--- src/logic/mem_dispatch_pkg.sv ---
// data widths, access size and kind encodings, and the beat limit of the memory dispatcher
package mem_dispatch_pkg;

    typedef logic [31:0] addr_t;      // byte address
    typedef logic [31:0] word_t;      // instruction, load result or store data
    typedef logic [7:0]  mem_byte_t;  // one byte on the memory port
    typedef logic [2:0]  beat_t;      // beat index within an access

    // encoding used on the load and store size ports
    typedef enum logic [1:0] {
        size_byte = 2'd0,
        size_half = 2'd1,
        size_word = 2'd2
    } access_size_t;

    // FSM state and read beat tag
    typedef enum logic [1:0] {
        kind_idle  = 2'd0,
        kind_fetch = 2'd1,
        kind_load  = 2'd2,
        kind_store = 2'd3
    } access_kind_t;

    localparam beat_t MAX_BEATS = 3'd4;  // beats of a word access

endpackage

--- src/logic/request_latches.sv ---
// pending fetch, load and store slots with the per-requester free levels
`timescale 1ns/1ns

module request_latches import mem_dispatch_pkg::*; (
    input  logic         in_clk,
    input  logic         in_rst,
    input  logic         flush,
    input  logic         fetch_req,
    input  logic         load_req,
    input  logic         store_req,
    input  addr_t        fetch_addr,
    input  addr_t        load_addr,
    input  addr_t        store_addr,
    input  access_size_t load_size,
    input  access_size_t store_size,
    input  word_t        store_data,
    input  logic         release_fetch,
    input  logic         release_load,
    input  logic         release_store,
    output logic         fetch_pending,
    output logic         load_pending,
    output logic         store_pending,
    output logic         fetch_free,
    output logic         load_free,
    output logic         store_free,
    output addr_t        fetch_addr_q,
    output addr_t        load_addr_q,
    output addr_t        store_addr_q,
    output access_size_t load_size_q,
    output access_size_t store_size_q,
    output word_t        store_data_q
);

    always_ff @(posedge in_clk) begin
        if (in_rst || flush) begin
            fetch_pending <= 1'b0;
            load_pending  <= 1'b0;
            store_pending <= 1'b0;
        end else begin
            if (release_fetch)
                fetch_pending <= 1'b0;
            if (fetch_req)
                fetch_pending <= 1'b1;
            if (release_load)
                load_pending <= 1'b0;
            if (load_req)
                load_pending <= 1'b1;
            if (release_store)
                store_pending <= 1'b0;
            if (store_req)
                store_pending <= 1'b1;
        end
    end

    always_ff @(posedge in_clk) begin
        if (fetch_req)
            fetch_addr_q <= fetch_addr;
        if (load_req) begin
            load_addr_q <= load_addr;
            load_size_q <= load_size;
        end
        if (store_req) begin
            store_addr_q <= store_addr;
            store_size_q <= store_size;
            store_data_q <= store_data;
        end
    end

    // a slot stays taken until its release strobe
    assign fetch_free = !fetch_req && !fetch_pending;
    assign load_free  = !load_req  && !load_pending;
    assign store_free = !store_req && !store_pending;

endmodule

--- src/logic/beat_counter.sv ---
// byte beat index of the current access and its last-beat flag
`timescale 1ns/1ns

module beat_counter import mem_dispatch_pkg::*; (
    input  logic         in_clk,
    input  logic         in_rst,
    input  logic         start,
    input  access_kind_t kind,
    input  access_size_t size,
    output beat_t        beat,
    output logic         last_beat
);

    beat_t cnt_q;
    beat_t num_beats;

    assign beat = start ? 3'd0 : cnt_q;  // first beat is issued in the start cycle

    always_ff @(posedge in_clk) begin
        if (in_rst)
            cnt_q <= 3'd0;
        else
            cnt_q <= beat + 3'd1;
    end

    always_comb begin
        num_beats = MAX_BEATS;  // fetch and word accesses
        if (kind == kind_load || kind == kind_store) begin
            case (size)
                size_byte: num_beats = 3'd1;
                size_half: num_beats = 3'd2;
                default:   num_beats = MAX_BEATS;
            endcase
        end
    end

    assign last_beat = (kind != kind_idle) && (beat == num_beats - 3'd1);

endmodule

--- src/logic/dispatch_fsm.sv ---
// memory port arbiter that grants one requester at a time and chains accesses
`timescale 1ns/1ns

module dispatch_fsm import mem_dispatch_pkg::*; (
    input  logic         in_clk,
    input  logic         in_rst,
    input  logic         flush,
    input  logic         fetch_pending,
    input  logic         load_pending,
    input  logic         store_pending,
    input  logic         last_beat,
    output access_kind_t kind,
    output logic         start,
    output logic         release_fetch,
    output logic         release_load,
    output logic         release_store
);

    access_kind_t state_q;
    access_kind_t grant_idle;
    access_kind_t grant_next;
    logic         first_q;      // next cycle issues beat 0 of a chained access
    logic         finishing;
    logic         fetch_ok;
    logic         load_ok;
    logic         store_ok;
    logic [2:0]   fin_d1;       // {store, load, fetch} finished one cycle ago
    logic [2:0]   fin_d2;

    // order depends on the kind that just finished
    function automatic access_kind_t pick(access_kind_t prev, logic f, logic l, logic s);
        access_kind_t sel;
        sel = kind_idle;
        case (prev)
            kind_fetch: begin
                if (l)
                    sel = kind_load;
                else if (s)
                    sel = kind_store;
            end
            kind_load: begin
                if (s)
                    sel = kind_store;
                else if (f)
                    sel = kind_fetch;
            end
            default: begin
                if (f)
                    sel = kind_fetch;
                else if (l)
                    sel = kind_load;
                else if (s)
                    sel = kind_store;
            end
        endcase
        return sel;
    endfunction

    // finished slots stay pending until their data returns
    assign fetch_ok = fetch_pending && !fin_d1[0] && !fin_d2[0];
    assign load_ok  = load_pending  && !fin_d1[1] && !fin_d2[1];
    assign store_ok = store_pending && !fin_d1[2] && !fin_d2[2];

    assign grant_idle = pick(kind_idle, fetch_ok, load_ok, store_ok);

    always_comb begin
        if (flush)
            kind = kind_idle;  // no beat issued in the flush cycle
        else if (state_q == kind_idle)
            kind = grant_idle;
        else
            kind = state_q;
    end

    assign start      = (kind != kind_idle) && ((state_q == kind_idle) || first_q);
    assign finishing  = (kind != kind_idle) && last_beat;
    assign grant_next = pick(kind,
                             fetch_ok && (kind != kind_fetch),
                             load_ok  && (kind != kind_load),
                             store_ok && (kind != kind_store));

    always_ff @(posedge in_clk) begin
        if (in_rst || flush) begin
            state_q <= kind_idle;
            first_q <= 1'b0;
            fin_d1  <= 3'b000;
            fin_d2  <= 3'b000;
        end else begin
            fin_d1 <= {finishing && (kind == kind_store),
                       finishing && (kind == kind_load),
                       finishing && (kind == kind_fetch)};
            fin_d2 <= fin_d1;
            if (finishing) begin
                state_q <= grant_next;  // back to back, no gap
                first_q <= (grant_next != kind_idle);
            end else begin
                state_q <= kind;
                first_q <= 1'b0;
            end
        end
    end

    // reads free their slot with the done pulse, stores after the write
    assign release_fetch = fin_d2[0];
    assign release_load  = fin_d2[1];
    assign release_store = fin_d1[2];

endmodule

--- src/logic/byte_issuer.sv ---
// memory address, write byte and write strobe per beat, plus the read beat tag
`timescale 1ns/1ns

module byte_issuer import mem_dispatch_pkg::*; (
    input  logic         in_clk,
    input  logic         in_rst,
    input  access_kind_t kind,
    input  beat_t        beat,
    input  logic         last_beat,
    input  addr_t        fetch_addr_q,
    input  addr_t        load_addr_q,
    input  addr_t        store_addr_q,
    input  word_t        store_data_q,
    output addr_t        mem_addr,
    output mem_byte_t    mem_wdata,
    output logic         mem_wr,
    output access_kind_t rd_kind,
    output beat_t        rd_beat,
    output logic         rd_last
);

    addr_t base;
    logic  is_read;

    always_comb begin
        case (kind)
            kind_fetch: base = fetch_addr_q;
            kind_load:  base = load_addr_q;
            default:    base = store_addr_q;
        endcase
    end

    assign is_read = (kind == kind_fetch) || (kind == kind_load);

    always_ff @(posedge in_clk) begin
        if (kind != kind_idle) begin
            mem_addr  <= base + addr_t'(beat);
            mem_wdata <= store_data_q[{beat[1:0], 3'b000} +: 8];  // little-endian byte
            rd_beat   <= beat;
        end
    end

    always_ff @(posedge in_clk) begin
        if (in_rst) begin
            mem_wr  <= 1'b0;
            rd_kind <= kind_idle;
            rd_last <= 1'b0;
        end else begin
            mem_wr  <= (kind == kind_store);
            rd_kind <= is_read ? kind : kind_idle;
            rd_last <= is_read && last_beat;
        end
    end

endmodule

--- src/logic/read_assembler.sv ---
// collects returning read bytes into the fetch and load results with done pulses
`timescale 1ns/1ns

module read_assembler import mem_dispatch_pkg::*; (
    input  logic         in_clk,
    input  logic         in_rst,
    input  logic         flush,
    input  access_kind_t rd_kind,
    input  beat_t        rd_beat,
    input  logic         rd_last,
    input  mem_byte_t    mem_rdata,
    output logic         fetch_valid,
    output logic         load_valid,
    output word_t        fetch_inst,
    output word_t        load_value
);

    access_kind_t tag_kind_q;  // lines up with mem_rdata
    beat_t        tag_beat_q;
    logic         tag_last_q;
    word_t        acc_q;
    word_t        merged;
    word_t        result;

    always_comb begin
        merged = acc_q;
        merged[{tag_beat_q[1:0], 3'b000} +: 8] = mem_rdata;
    end

    // the last beat index gives the access size
    always_comb begin
        case (tag_beat_q)
            3'd0:    result = {24'd0, merged[7:0]};
            3'd1:    result = {16'd0, merged[15:0]};
            default: result = merged;
        endcase
    end

    always_ff @(posedge in_clk) begin
        if (in_rst) begin
            tag_kind_q  <= kind_idle;
            tag_last_q  <= 1'b0;
            fetch_valid <= 1'b0;
            load_valid  <= 1'b0;
        end else begin
            tag_kind_q  <= flush ? kind_idle : rd_kind;  // drop bytes in flight
            tag_last_q  <= rd_last && !flush;
            fetch_valid <= !flush && tag_last_q && (tag_kind_q == kind_fetch);
            load_valid  <= !flush && tag_last_q && (tag_kind_q == kind_load);
        end
    end

    always_ff @(posedge in_clk) begin
        tag_beat_q <= rd_beat;
        if (tag_kind_q != kind_idle)
            acc_q <= merged;
        if (tag_last_q && (tag_kind_q == kind_fetch))
            fetch_inst <= result;
        if (tag_last_q && (tag_kind_q == kind_load))
            load_value <= result;
    end

endmodule

--- src/logic/mem_dispatcher.sv ---
// memory dispatcher top level joining the request slots, arbiter, beat issue and read path
`timescale 1ns/1ns

module mem_dispatcher import mem_dispatch_pkg::*; (
    input  logic         in_clk,
    input  logic         in_rst,
    input  logic         flush,
    input  logic         fetch_req,
    input  addr_t        fetch_addr,
    output logic         fetch_free,
    output logic         fetch_valid,
    output word_t        fetch_inst,
    input  logic         load_req,
    input  addr_t        load_addr,
    input  access_size_t load_size,
    output logic         load_free,
    output logic         load_valid,
    output word_t        load_value,
    input  logic         store_req,
    input  addr_t        store_addr,
    input  access_size_t store_size,
    input  word_t        store_data,
    output logic         store_free,
    input  mem_byte_t    mem_rdata,
    output addr_t        mem_addr,
    output mem_byte_t    mem_wdata,
    output logic         mem_wr
);

    logic         fetch_pending;
    logic         load_pending;
    logic         store_pending;
    logic         release_fetch;
    logic         release_load;
    logic         release_store;
    addr_t        fetch_addr_q;
    addr_t        load_addr_q;
    addr_t        store_addr_q;
    access_size_t load_size_q;
    access_size_t store_size_q;
    access_size_t cur_size;
    word_t        store_data_q;
    access_kind_t kind;
    logic         start;
    beat_t        beat;
    logic         last_beat;
    access_kind_t rd_kind;
    beat_t        rd_beat;
    logic         rd_last;

    assign cur_size = (kind == kind_store) ? store_size_q : load_size_q;  // unused for fetch

    request_latches latches_i (
        .in_clk(in_clk), .in_rst(in_rst), .flush(flush),
        .fetch_req(fetch_req), .load_req(load_req), .store_req(store_req),
        .fetch_addr(fetch_addr), .load_addr(load_addr), .store_addr(store_addr),
        .load_size(load_size), .store_size(store_size), .store_data(store_data),
        .release_fetch(release_fetch), .release_load(release_load),
        .release_store(release_store),
        .fetch_pending(fetch_pending), .load_pending(load_pending),
        .store_pending(store_pending),
        .fetch_free(fetch_free), .load_free(load_free), .store_free(store_free),
        .fetch_addr_q(fetch_addr_q), .load_addr_q(load_addr_q),
        .store_addr_q(store_addr_q),
        .load_size_q(load_size_q), .store_size_q(store_size_q),
        .store_data_q(store_data_q)
    );

    dispatch_fsm fsm_i (
        .in_clk(in_clk), .in_rst(in_rst), .flush(flush),
        .fetch_pending(fetch_pending), .load_pending(load_pending),
        .store_pending(store_pending), .last_beat(last_beat),
        .kind(kind), .start(start),
        .release_fetch(release_fetch), .release_load(release_load),
        .release_store(release_store)
    );

    beat_counter counter_i (
        .in_clk(in_clk), .in_rst(in_rst), .start(start),
        .kind(kind), .size(cur_size),
        .beat(beat), .last_beat(last_beat)
    );

    byte_issuer issuer_i (
        .in_clk(in_clk), .in_rst(in_rst),
        .kind(kind), .beat(beat), .last_beat(last_beat),
        .fetch_addr_q(fetch_addr_q), .load_addr_q(load_addr_q),
        .store_addr_q(store_addr_q), .store_data_q(store_data_q),
        .mem_addr(mem_addr), .mem_wdata(mem_wdata), .mem_wr(mem_wr),
        .rd_kind(rd_kind), .rd_beat(rd_beat), .rd_last(rd_last)
    );

    read_assembler assembler_i (
        .in_clk(in_clk), .in_rst(in_rst), .flush(flush),
        .rd_kind(rd_kind), .rd_beat(rd_beat), .rd_last(rd_last),
        .mem_rdata(mem_rdata),
        .fetch_valid(fetch_valid), .load_valid(load_valid),
        .fetch_inst(fetch_inst), .load_value(load_value)
    );

endmodule

--- config.mk ---
export PLATFORM = sky130hd
export DESIGN_NAME = mem_dispatcher
export DESIGN_NICKNAME = d
export VERILOG_FILES = /design/src/logic/mem_dispatch_pkg.sv /design/src/logic/request_latches.sv /design/src/logic/beat_counter.sv /design/src/logic/dispatch_fsm.sv /design/src/logic/byte_issuer.sv /design/src/logic/read_assembler.sv /design/src/logic/mem_dispatcher.sv
export SDC_FILE = /design/constraint.sdc
export NUM_CORES = 1
export LEC_CHECK = 0
export BUFFER_PORTS_ARGS = -buffer_cell sky130_fd_sc_hd__buf_4
export CELL_PAD_IN_SITES_DETAIL_PLACEMENT = 0
export CELL_PAD_IN_SITES_GLOBAL_PLACEMENT = 2
export CORE_ASPECT_RATIO = 1.75
export CORE_MARGIN = 2
export CORE_UTILIZATION = 38
export DETAILED_ROUTE_END_ITERATION = 10
export PLACE_DENSITY = 0.9
export REMOVE_ABC_BUFFERS = 1
export SLEW_MARGIN = 0
export SYNTH_ARGS = -nofsm -noshare
export SYNTH_HDL_FRONTEND = slang
export SYNTH_HIERARCHICAL = 1
export SYNTH_SLANG_ARGS = --single-unit
--- constraint.sdc ---
create_clock -name in_clk -period 4.75 [get_ports in_clk]
set_input_delay 0.7125 -clock in_clk [delete_from_list [all_inputs] [get_ports in_clk]]
set_output_delay 0.7125 -clock in_clk [all_outputs]
set_load 0.01 [all_outputs]
# After elaboration in Yosys (flattened, before gate mapping)

Index checks and enable logic that the tools add are counted.

Equal/unequal tests: 11
Reduce and logical (&&, ||, !) cells: 54
Shifts and indexed selects: 3
$add $sub $neg: 4
Bitwise logic cells: 2
Muxes and demuxes: 25

Operators by type and width:

| cell                                                                    | count |
|---|---|
| 32-bit case mux with 2 select lines                                     | 2 |
| 32-bit by 3-bit adder with 32-bit output                                | 1 |
| 32-bit bitwise mux                                                      | 1 |
| 8-bit by 7-bit variable shift with 32-bit output (first input constant) | 1 |
| 32-bit by 6-bit variable part select with 8-bit output                  | 1 |
| 8-bit by 7-bit variable part select with 32-bit output                  | 1 |
| 1-bit logical AND                                                       | 25 |
| 2-bit 2-to-1 mux                                                        | 11 |
| 1-bit logical NOT                                                       | 13 |
| 2-bit nonzero test                                                      | 6 |
| 1-bit 2-to-1 mux                                                        | 7 |
| 5-bit negator with 7-bit output                                         | 1 |
| 2-bit by 1-bit == test with 1-bit output (second input constant)        | 3 |
| 2-bit == test (second input constant)                                   | 3 |
| 3-bit 2-to-1 mux                                                        | 2 |
| 3-bit case mux with 2 select lines                                      | 1 |
| 2-bit OR reduction                                                      | 3 |
| 2-bit logical NOT                                                       | 2 |
| 1-bit logical OR                                                        | 4 |
| 2-bit != test (second input constant)                                   | 2 |
| 2-bit case mux with 2 select lines                                      | 1 |
| 3-bit by 1-bit adder with 3-bit output (second input constant)          | 1 |
| 3-bit by 1-bit == test with 1-bit output (second input constant)        | 1 |
| 3-bit == test                                                           | 1 |
| other kinds (4)                                                         | 5 |

Output and inout port bits: 110
Flip-flop bits (word level): 298

# Longest topological paths before layout

Depth in word-level cells: 19
Gate-level depth with buffers: 20

# Cells and area by module

The synthesis kept the hierarchy.

By module, submodules not included:

| module          | seq. area each (sq um) | cells each | area each (sq um) | instances |
|---|---|---|---|---|
| request_latches | 4023.9                 | 148        | 4100.2            | 1 |
| read_assembler  | 3042.9                 | 260        | 3942.5            | 1 |
| byte_issuer     | 1371.3                 | 238        | 3064.2            | 1 |
| dispatch_fsm    | 180.2                  | 53         | 523.0             | 1 |
| beat_counter    | 60.1                   | 19         | 183.9             | 1 |
| mem_dispatcher  | 0.0                    | 3          | 26.3              | 1 |

# Worst setup path after synthesis

No wires, ideal clock.

Path kind: flip-flop to flip-flop
Start: register fsm_i.fin_d1[2]
End: register issuer_i.mem_addr[29] (data pin)
Setup time: 266 ps
Setup slack: 547 ps
Period minus slack after synthesis: 4203 ps
Arrival time: 3937 ps
Cell stages (with the launch flop): 21
Path through: dfxtp_1 or3b_4 a211oi_2 nor2_1 nor2_1 inv_1 ha_1 buf_2 buf_12 buf_4 clkbuf_1 nor2_1 a21oi_1 ha_1 a21o_1 a21oi_1 nor4_2 nand2_2 buf_4 nor3_1 xor2_1

Cells in the longest elaborated chain, start to end: 12

Ends and longest elaborated chain:

| element                                                                                     | line                 | RTL |
|---|---|---|
| start: declaration                                                                          | dispatch_fsm.sv:27   | `logic [2:0] fin_d1;` |
| start signal: assignment                                                                    | dispatch_fsm.sv:89   | `fin_d1 <= {finishing && (kind == kind_store),` |
| 1-bit logical NOT (*)                                                                       | dispatch_fsm.sv:62   | `assign store_ok = store_pending && !fin_d1[2] && !fin_d2[2];` |
| 1-bit logical AND (*) (2 in series)                                                         | dispatch_fsm.sv:62   |  |
| 2-bit 2-to-1 mux (*)                                                                        | dispatch_fsm.sv:52   | `else if (s)` |
| 2-bit 2-to-1 mux (*)                                                                        | dispatch_fsm.sv:50   | `else if (l)` |
| 2-bit 2-to-1 mux (*)                                                                        | dispatch_fsm.sv:48   | `if (f)` |
| 2-bit 2-to-1 mux (*)                                                                        | dispatch_fsm.sv:69   | `else if (state_q == kind_idle)` |
| 2-bit 2-to-1 mux (*)                                                                        | dispatch_fsm.sv:67   | `if (flush)` |
| net kind[1]                                                                                 | mem_dispatcher.sv:43 | `access_kind_t kind;` |
| parallel branches: the longest is 3 deep, another holds 32-bit case mux with 2 select lines | --                   |  |
| 32-bit by 3-bit adder with 32-bit output (*)                                                | byte_issuer.sv:37    | `mem_addr <= base + addr_t'(beat);` |
| end signal: assignment                                                                      | byte_issuer.sv:37    |  |
| end: declaration                                                                            | byte_issuer.sv:14    | `output addr_t mem_addr,` |

Mark *: on every way through the listed nets, which the timed path passes.
A chain may end at the register's enable or synchronous reset.

# Final worst setup path

Start: register latches_i.load_pending
End: register issuer_i.mem_addr[18] (data pin)

Cells in the longest elaborated chain, start to end: 10

Ends and longest elaborated chain:

| element                                  | line                  | RTL |
|---|---|---|
| start: declaration                       | request_latches.sv:21 | `output logic load_pending,` |
| start signal: assignment                 | request_latches.sv:37 | `load_pending <= 1'b0;` |
| start signal: assignment                 | request_latches.sv:45 | `load_pending <= 1'b0;` |
| start signal: assignment                 | request_latches.sv:47 | `load_pending <= 1'b1;` |
| 1-bit logical AND (2 in series)          | dispatch_fsm.sv:61    | `assign load_ok = load_pending && !fin_d1[1] && !fin_d2[1];` |
| 2-bit 2-to-1 mux                         | dispatch_fsm.sv:50    |  |
| 2-bit 2-to-1 mux                         | dispatch_fsm.sv:48    |  |
| 2-bit 2-to-1 mux                         | dispatch_fsm.sv:69    |  |
| 2-bit 2-to-1 mux                         | dispatch_fsm.sv:67    |  |
| 2-bit nonzero test                       | dispatch_fsm.sv:75    | `assign start = (kind != kind_idle) && ((state_q == kind_idle) \|\| first_q);` |
| 1-bit logical AND                        | dispatch_fsm.sv:75    |  |
| net start                                | mem_dispatcher.sv:44  | `logic start;` |
| 3-bit 2-to-1 mux                         | beat_counter.sv:17    | `assign beat = start ? 3'd0 : cnt_q;` |
| net beat[0]                              | mem_dispatcher.sv:45  | `beat_t beat;` |
| 32-bit by 3-bit adder with 32-bit output | byte_issuer.sv:37     |  |

The timed path passes the listed nets, and every way through them passes these cells.

==> summary.txt <==
CTS
  • Cts repair resizes: 0
  • Clock Path Buffers: 3
  • Cts bufs inserted: 26
  • Clk_lat worst skew: ~0.55 ns
  • Total setup buffers inserted after CTS: 0
  • Hold_buf cts: 0
  • Clk slew on worst S/H paths: 0.07 ns
  • CTS HTree Levels: 1
  • CTS Root Cell: clkbuf_16
  • Sink Count: 298
  • CTS tree: done

Critical path
  • R2R setup slack: between 0.7 and 0.8 ns
  • Worst r2r src: latches_i/load_pending$_SDFFE_PP0P_
  • R2r worst-path depth: 14
  • CP max stage delay: 0.47 ns
  • Delay-heaviest family, CP: simple AND/OR/NAND/NOR gates
  • Crit-path cells: or3b_4, nor3b_2, a211oi_2, or2_1, ha_1, nor2_1, nor2b_4, ha_1, fa_1, a21oi_1, nor4_4, nand4_1, nor4_1, xnor2_1
  • Crit path depth: 14
  • Endpoint class of the critical path: flop
  • Type of origin of the critical path: flop
  • CP bufs+invs: 0
  • Critical Path Slowest Stage Cell: nor2b_4
  • Worst r2r dst: issuer_i/mem_addr[18]$_DFFE_PP_
  • Critical path type: reg -> reg
  • Critical path origin: latches_i/load_pending$_SDFFE_PP0P_
  • Crit-path max FO: 13
  • Most frequent cell on the critical path: ha_1
  • Critical path endpoint: issuer_i/mem_addr[18]$_DFFE_PP_
  • CP Data Arrival Time: about 4.3 ns
  • WP data required: 5.03 ns

Place
  • Final GP Congestion: 0.802
  • Placed Cells incl. Taps: between 1000 and 1500
  • I/O Buffers: 255
  • Hpwl dp: between 15000 and 20000 µm

Timing
  • Fmax achieved: between 0.2 and 0.25 GHz
  • Setup Viol. Count Final: 0
  • Clock skew: 0.0209 ns
  • Tcrit/Tclk final: 0.844
  • Least-Margin Pin Slew: ~1.0 ns
  • Final hold viol count: 0
  • Final min period: about 4 ns
  • RSZ-0062 raised after global routing: false
  • Max Slew Vio Count: 0
  • Relative slew slack: 0.319
  • Fin Setup TNS: 0 ns

Synth
  • Yosys Warn Count: 6
  • Synth Area per Inst: 16.4 µm²
  • Synth area leader: edfxtp_1
  • Synth Cell Area: about 12000 µm²
  • Ys async rst share: 0
  • Synth unique cells: 62
  • Flops & latches, synth: between 200 and 300
  • Largest cells by area after synthesis: edfxtp_1 (69%), dfxtp_1 (4.6%), mux2i_1 (3.2%)
  • Post-synth EDFFs: roughly 270
  • Post-synthesis sequential area ratio: 0.733
  • Mapped Cells: approximately 720
  • Dominant register cell in the synthesized netlist: edfxtp_1
  • Share of Yosys cell area claimed by the top area cell type: 0.687

Cells and area
  • Ant diodes: 0
  • Synth-to-layout area growth: 27.4%
  • Nets: between 1000 and 1500
  • Most frequent cells in the layout: edfxtp_1 (271), buf_4 (264), nor2_1 (47)
  • Commonest non-fill, non-tap cell in the layout: edfxtp_1
  • Finished Layout Cells: between 1000 and 1500
  • Share of cells above drive strength 1: 0.361

Power and ir drop
  • P_sw: 1.36 mW
  • Sw Ratio: 0.227
  • PwrDens: about 400 nW/µm²
  • Clock share of power: 0.369
  • Reg power frac: 0.518
  • Comb pwr share: 0.112
  • Internal: between 4 and 5 mW
  • Tot Pwr: approximately 6.0 mW
  • Pleak: roughly 5.6 nW
  • VDD IR max: roughly 0.30 mV

GRT
  • Gr ovfl total: 0
  • First-pass GRT wire length: roughly 39000 µm
  • Number of global-route vias before repair: ~7100
  • Antenna violations before repair: 0
  • Total GRT Usage: 0.155
  • Largest net degree at the start of global routing: 69

Route
  • DR iter-0 viols: 278
  • Residual DRC: 0
  • Drt total wl: approximately 26000 µm
  • Drt wl/cell: approximately 18 µm
  • Drt pass-1 iters: 4
  • DR vias: slightly below 7000
  • Vias per inst: 4.86
  • Antenna Nets Post-Route: 0

Outcome
  • Outcome: completed

Job
  • Max-Cap Viols: 0

Worst hold path
  • Min-delay worst type: reg -> reg

Floorplan
  • FP Rows: 85
  • Die Ht: roughly 240 µm
  • Core ar.: about 31000 µm²
  • Die W: roughly 140 µm
  • Die area: ~33000 µm²
  • I/O pin total: 256
  • Starting Density: 0.385
state kept, by name (all words and copies together), names as in the netlist, 8 cells and up:
signal,cells
latches_i/fetch_addr_q,32
latches_i/load_addr_q,32
issuer_i/mem_wdata,8
issuer_i/mem_addr,32
latches_i/store_data_q,32
assembler_i/acc_q,32
assembler_i/load_value,32
assembler_i/fetch_inst,32
latches_i/store_addr_q,32
layout make-up:
type	count	area, µm²
Clock inverter	20	216
Sequential cell	298	8680
Tap cell	391	489
Fill cell	2612	15700
Multi-Input combinational cell	374	2930
Inverter	29	109
Timing Repair Buffer	264	1980
Clock buffer	28	679
per-stage QoR:
stage | area (µm²) | util | hold slack (ns) | worst slack, ns
after floorplan | 11700 | - | 0.323 | 0.215
after global placement | 14200 | 0.462 | 0.325 | 0.774
after detailed placement | 14200 | 0.462 | 0.328 | 0.672
after CTS | 15100 | 0.491 | 0.313 | 0.661
after global routing | 15100 | 0.491 | 0.324 | 0.375
final | 15100 | 0.491 | 0.342 | 0.739
synth_stat cells, drive strengths merged (3+ instances only):
cell type and number:
edfxtp 271, nor2 48, nand2 42, mux2i 41, a22o 34, inv 29
o21ai 28, dfxtp 27, xnor2 26, nand2b 18, ha 17, buf 15
nor3 13, a21oi 12, and2 12, nor4 11, nor2b 10, mux4 8
a22oi 7, xor2 6, clkbuf 5, nor4b 5, or2 5, nand3 4
nor3b 4, mux2 3, nand4 3
power groups by stage:
stage	Sequential, mW	Combinational (mW)	Clock (mW)
2_1_floorplan	3.16	0.344	0
3_3_place_gp	3.15	0.668	0
3_5_place_dp	3.15	0.679	0
4_1_cts	3.10	0.681	2.27
5_1_grt	3.11	0.729	2.37
6_report	3.09	0.670	2.21
worst min path at each step:
stage                                       start                              endpoint  depth (start not counted)
floorplan           issuer_i/rd_beat[0]$_DFFE_PP_     assembler_i/tag_beat_q[0]$_DFF_P_                          0
global placement    issuer_i/rd_beat[0]$_DFFE_PP_     assembler_i/tag_beat_q[0]$_DFF_P_                          0
detailed placement  issuer_i/rd_beat[0]$_DFFE_PP_     assembler_i/tag_beat_q[0]$_DFF_P_                          0
CTS                                 load_addr[16]   latches_i/load_addr_q[16]$_DFFE_PP_                          1
global route                       fetch_addr[19]  latches_i/fetch_addr_q[19]$_DFFE_PP_                          1
finish              issuer_i/rd_beat[0]$_DFFE_PP_     assembler_i/tag_beat_q[0]$_DFF_P_                          0
layer usage:
layer  vias to the layer above  part of all wire  track usage
met1                      3280              0.36        0.167
li1                       3261                 -            -
met2                       222              0.54        0.290
met5                         -                 0            0
met4                         0             0.045       0.0772
met3                        59             0.051       0.0218
cells by family (layout without fill, tap and decap cells):
logic type	count (synthesis)	in the layout	share of synthesized area
mux	52	52	0.0537
simple gates	182	182	0.0940
buf+inv	49	341	0.0201
compound gates	90	90	0.0559
fa+ha+maj	18	18	0.0197
xor+xnor	32	32	0.0237
flops	298	298	0.733
No activity file was read; power rests on OpenSTA's default activity.
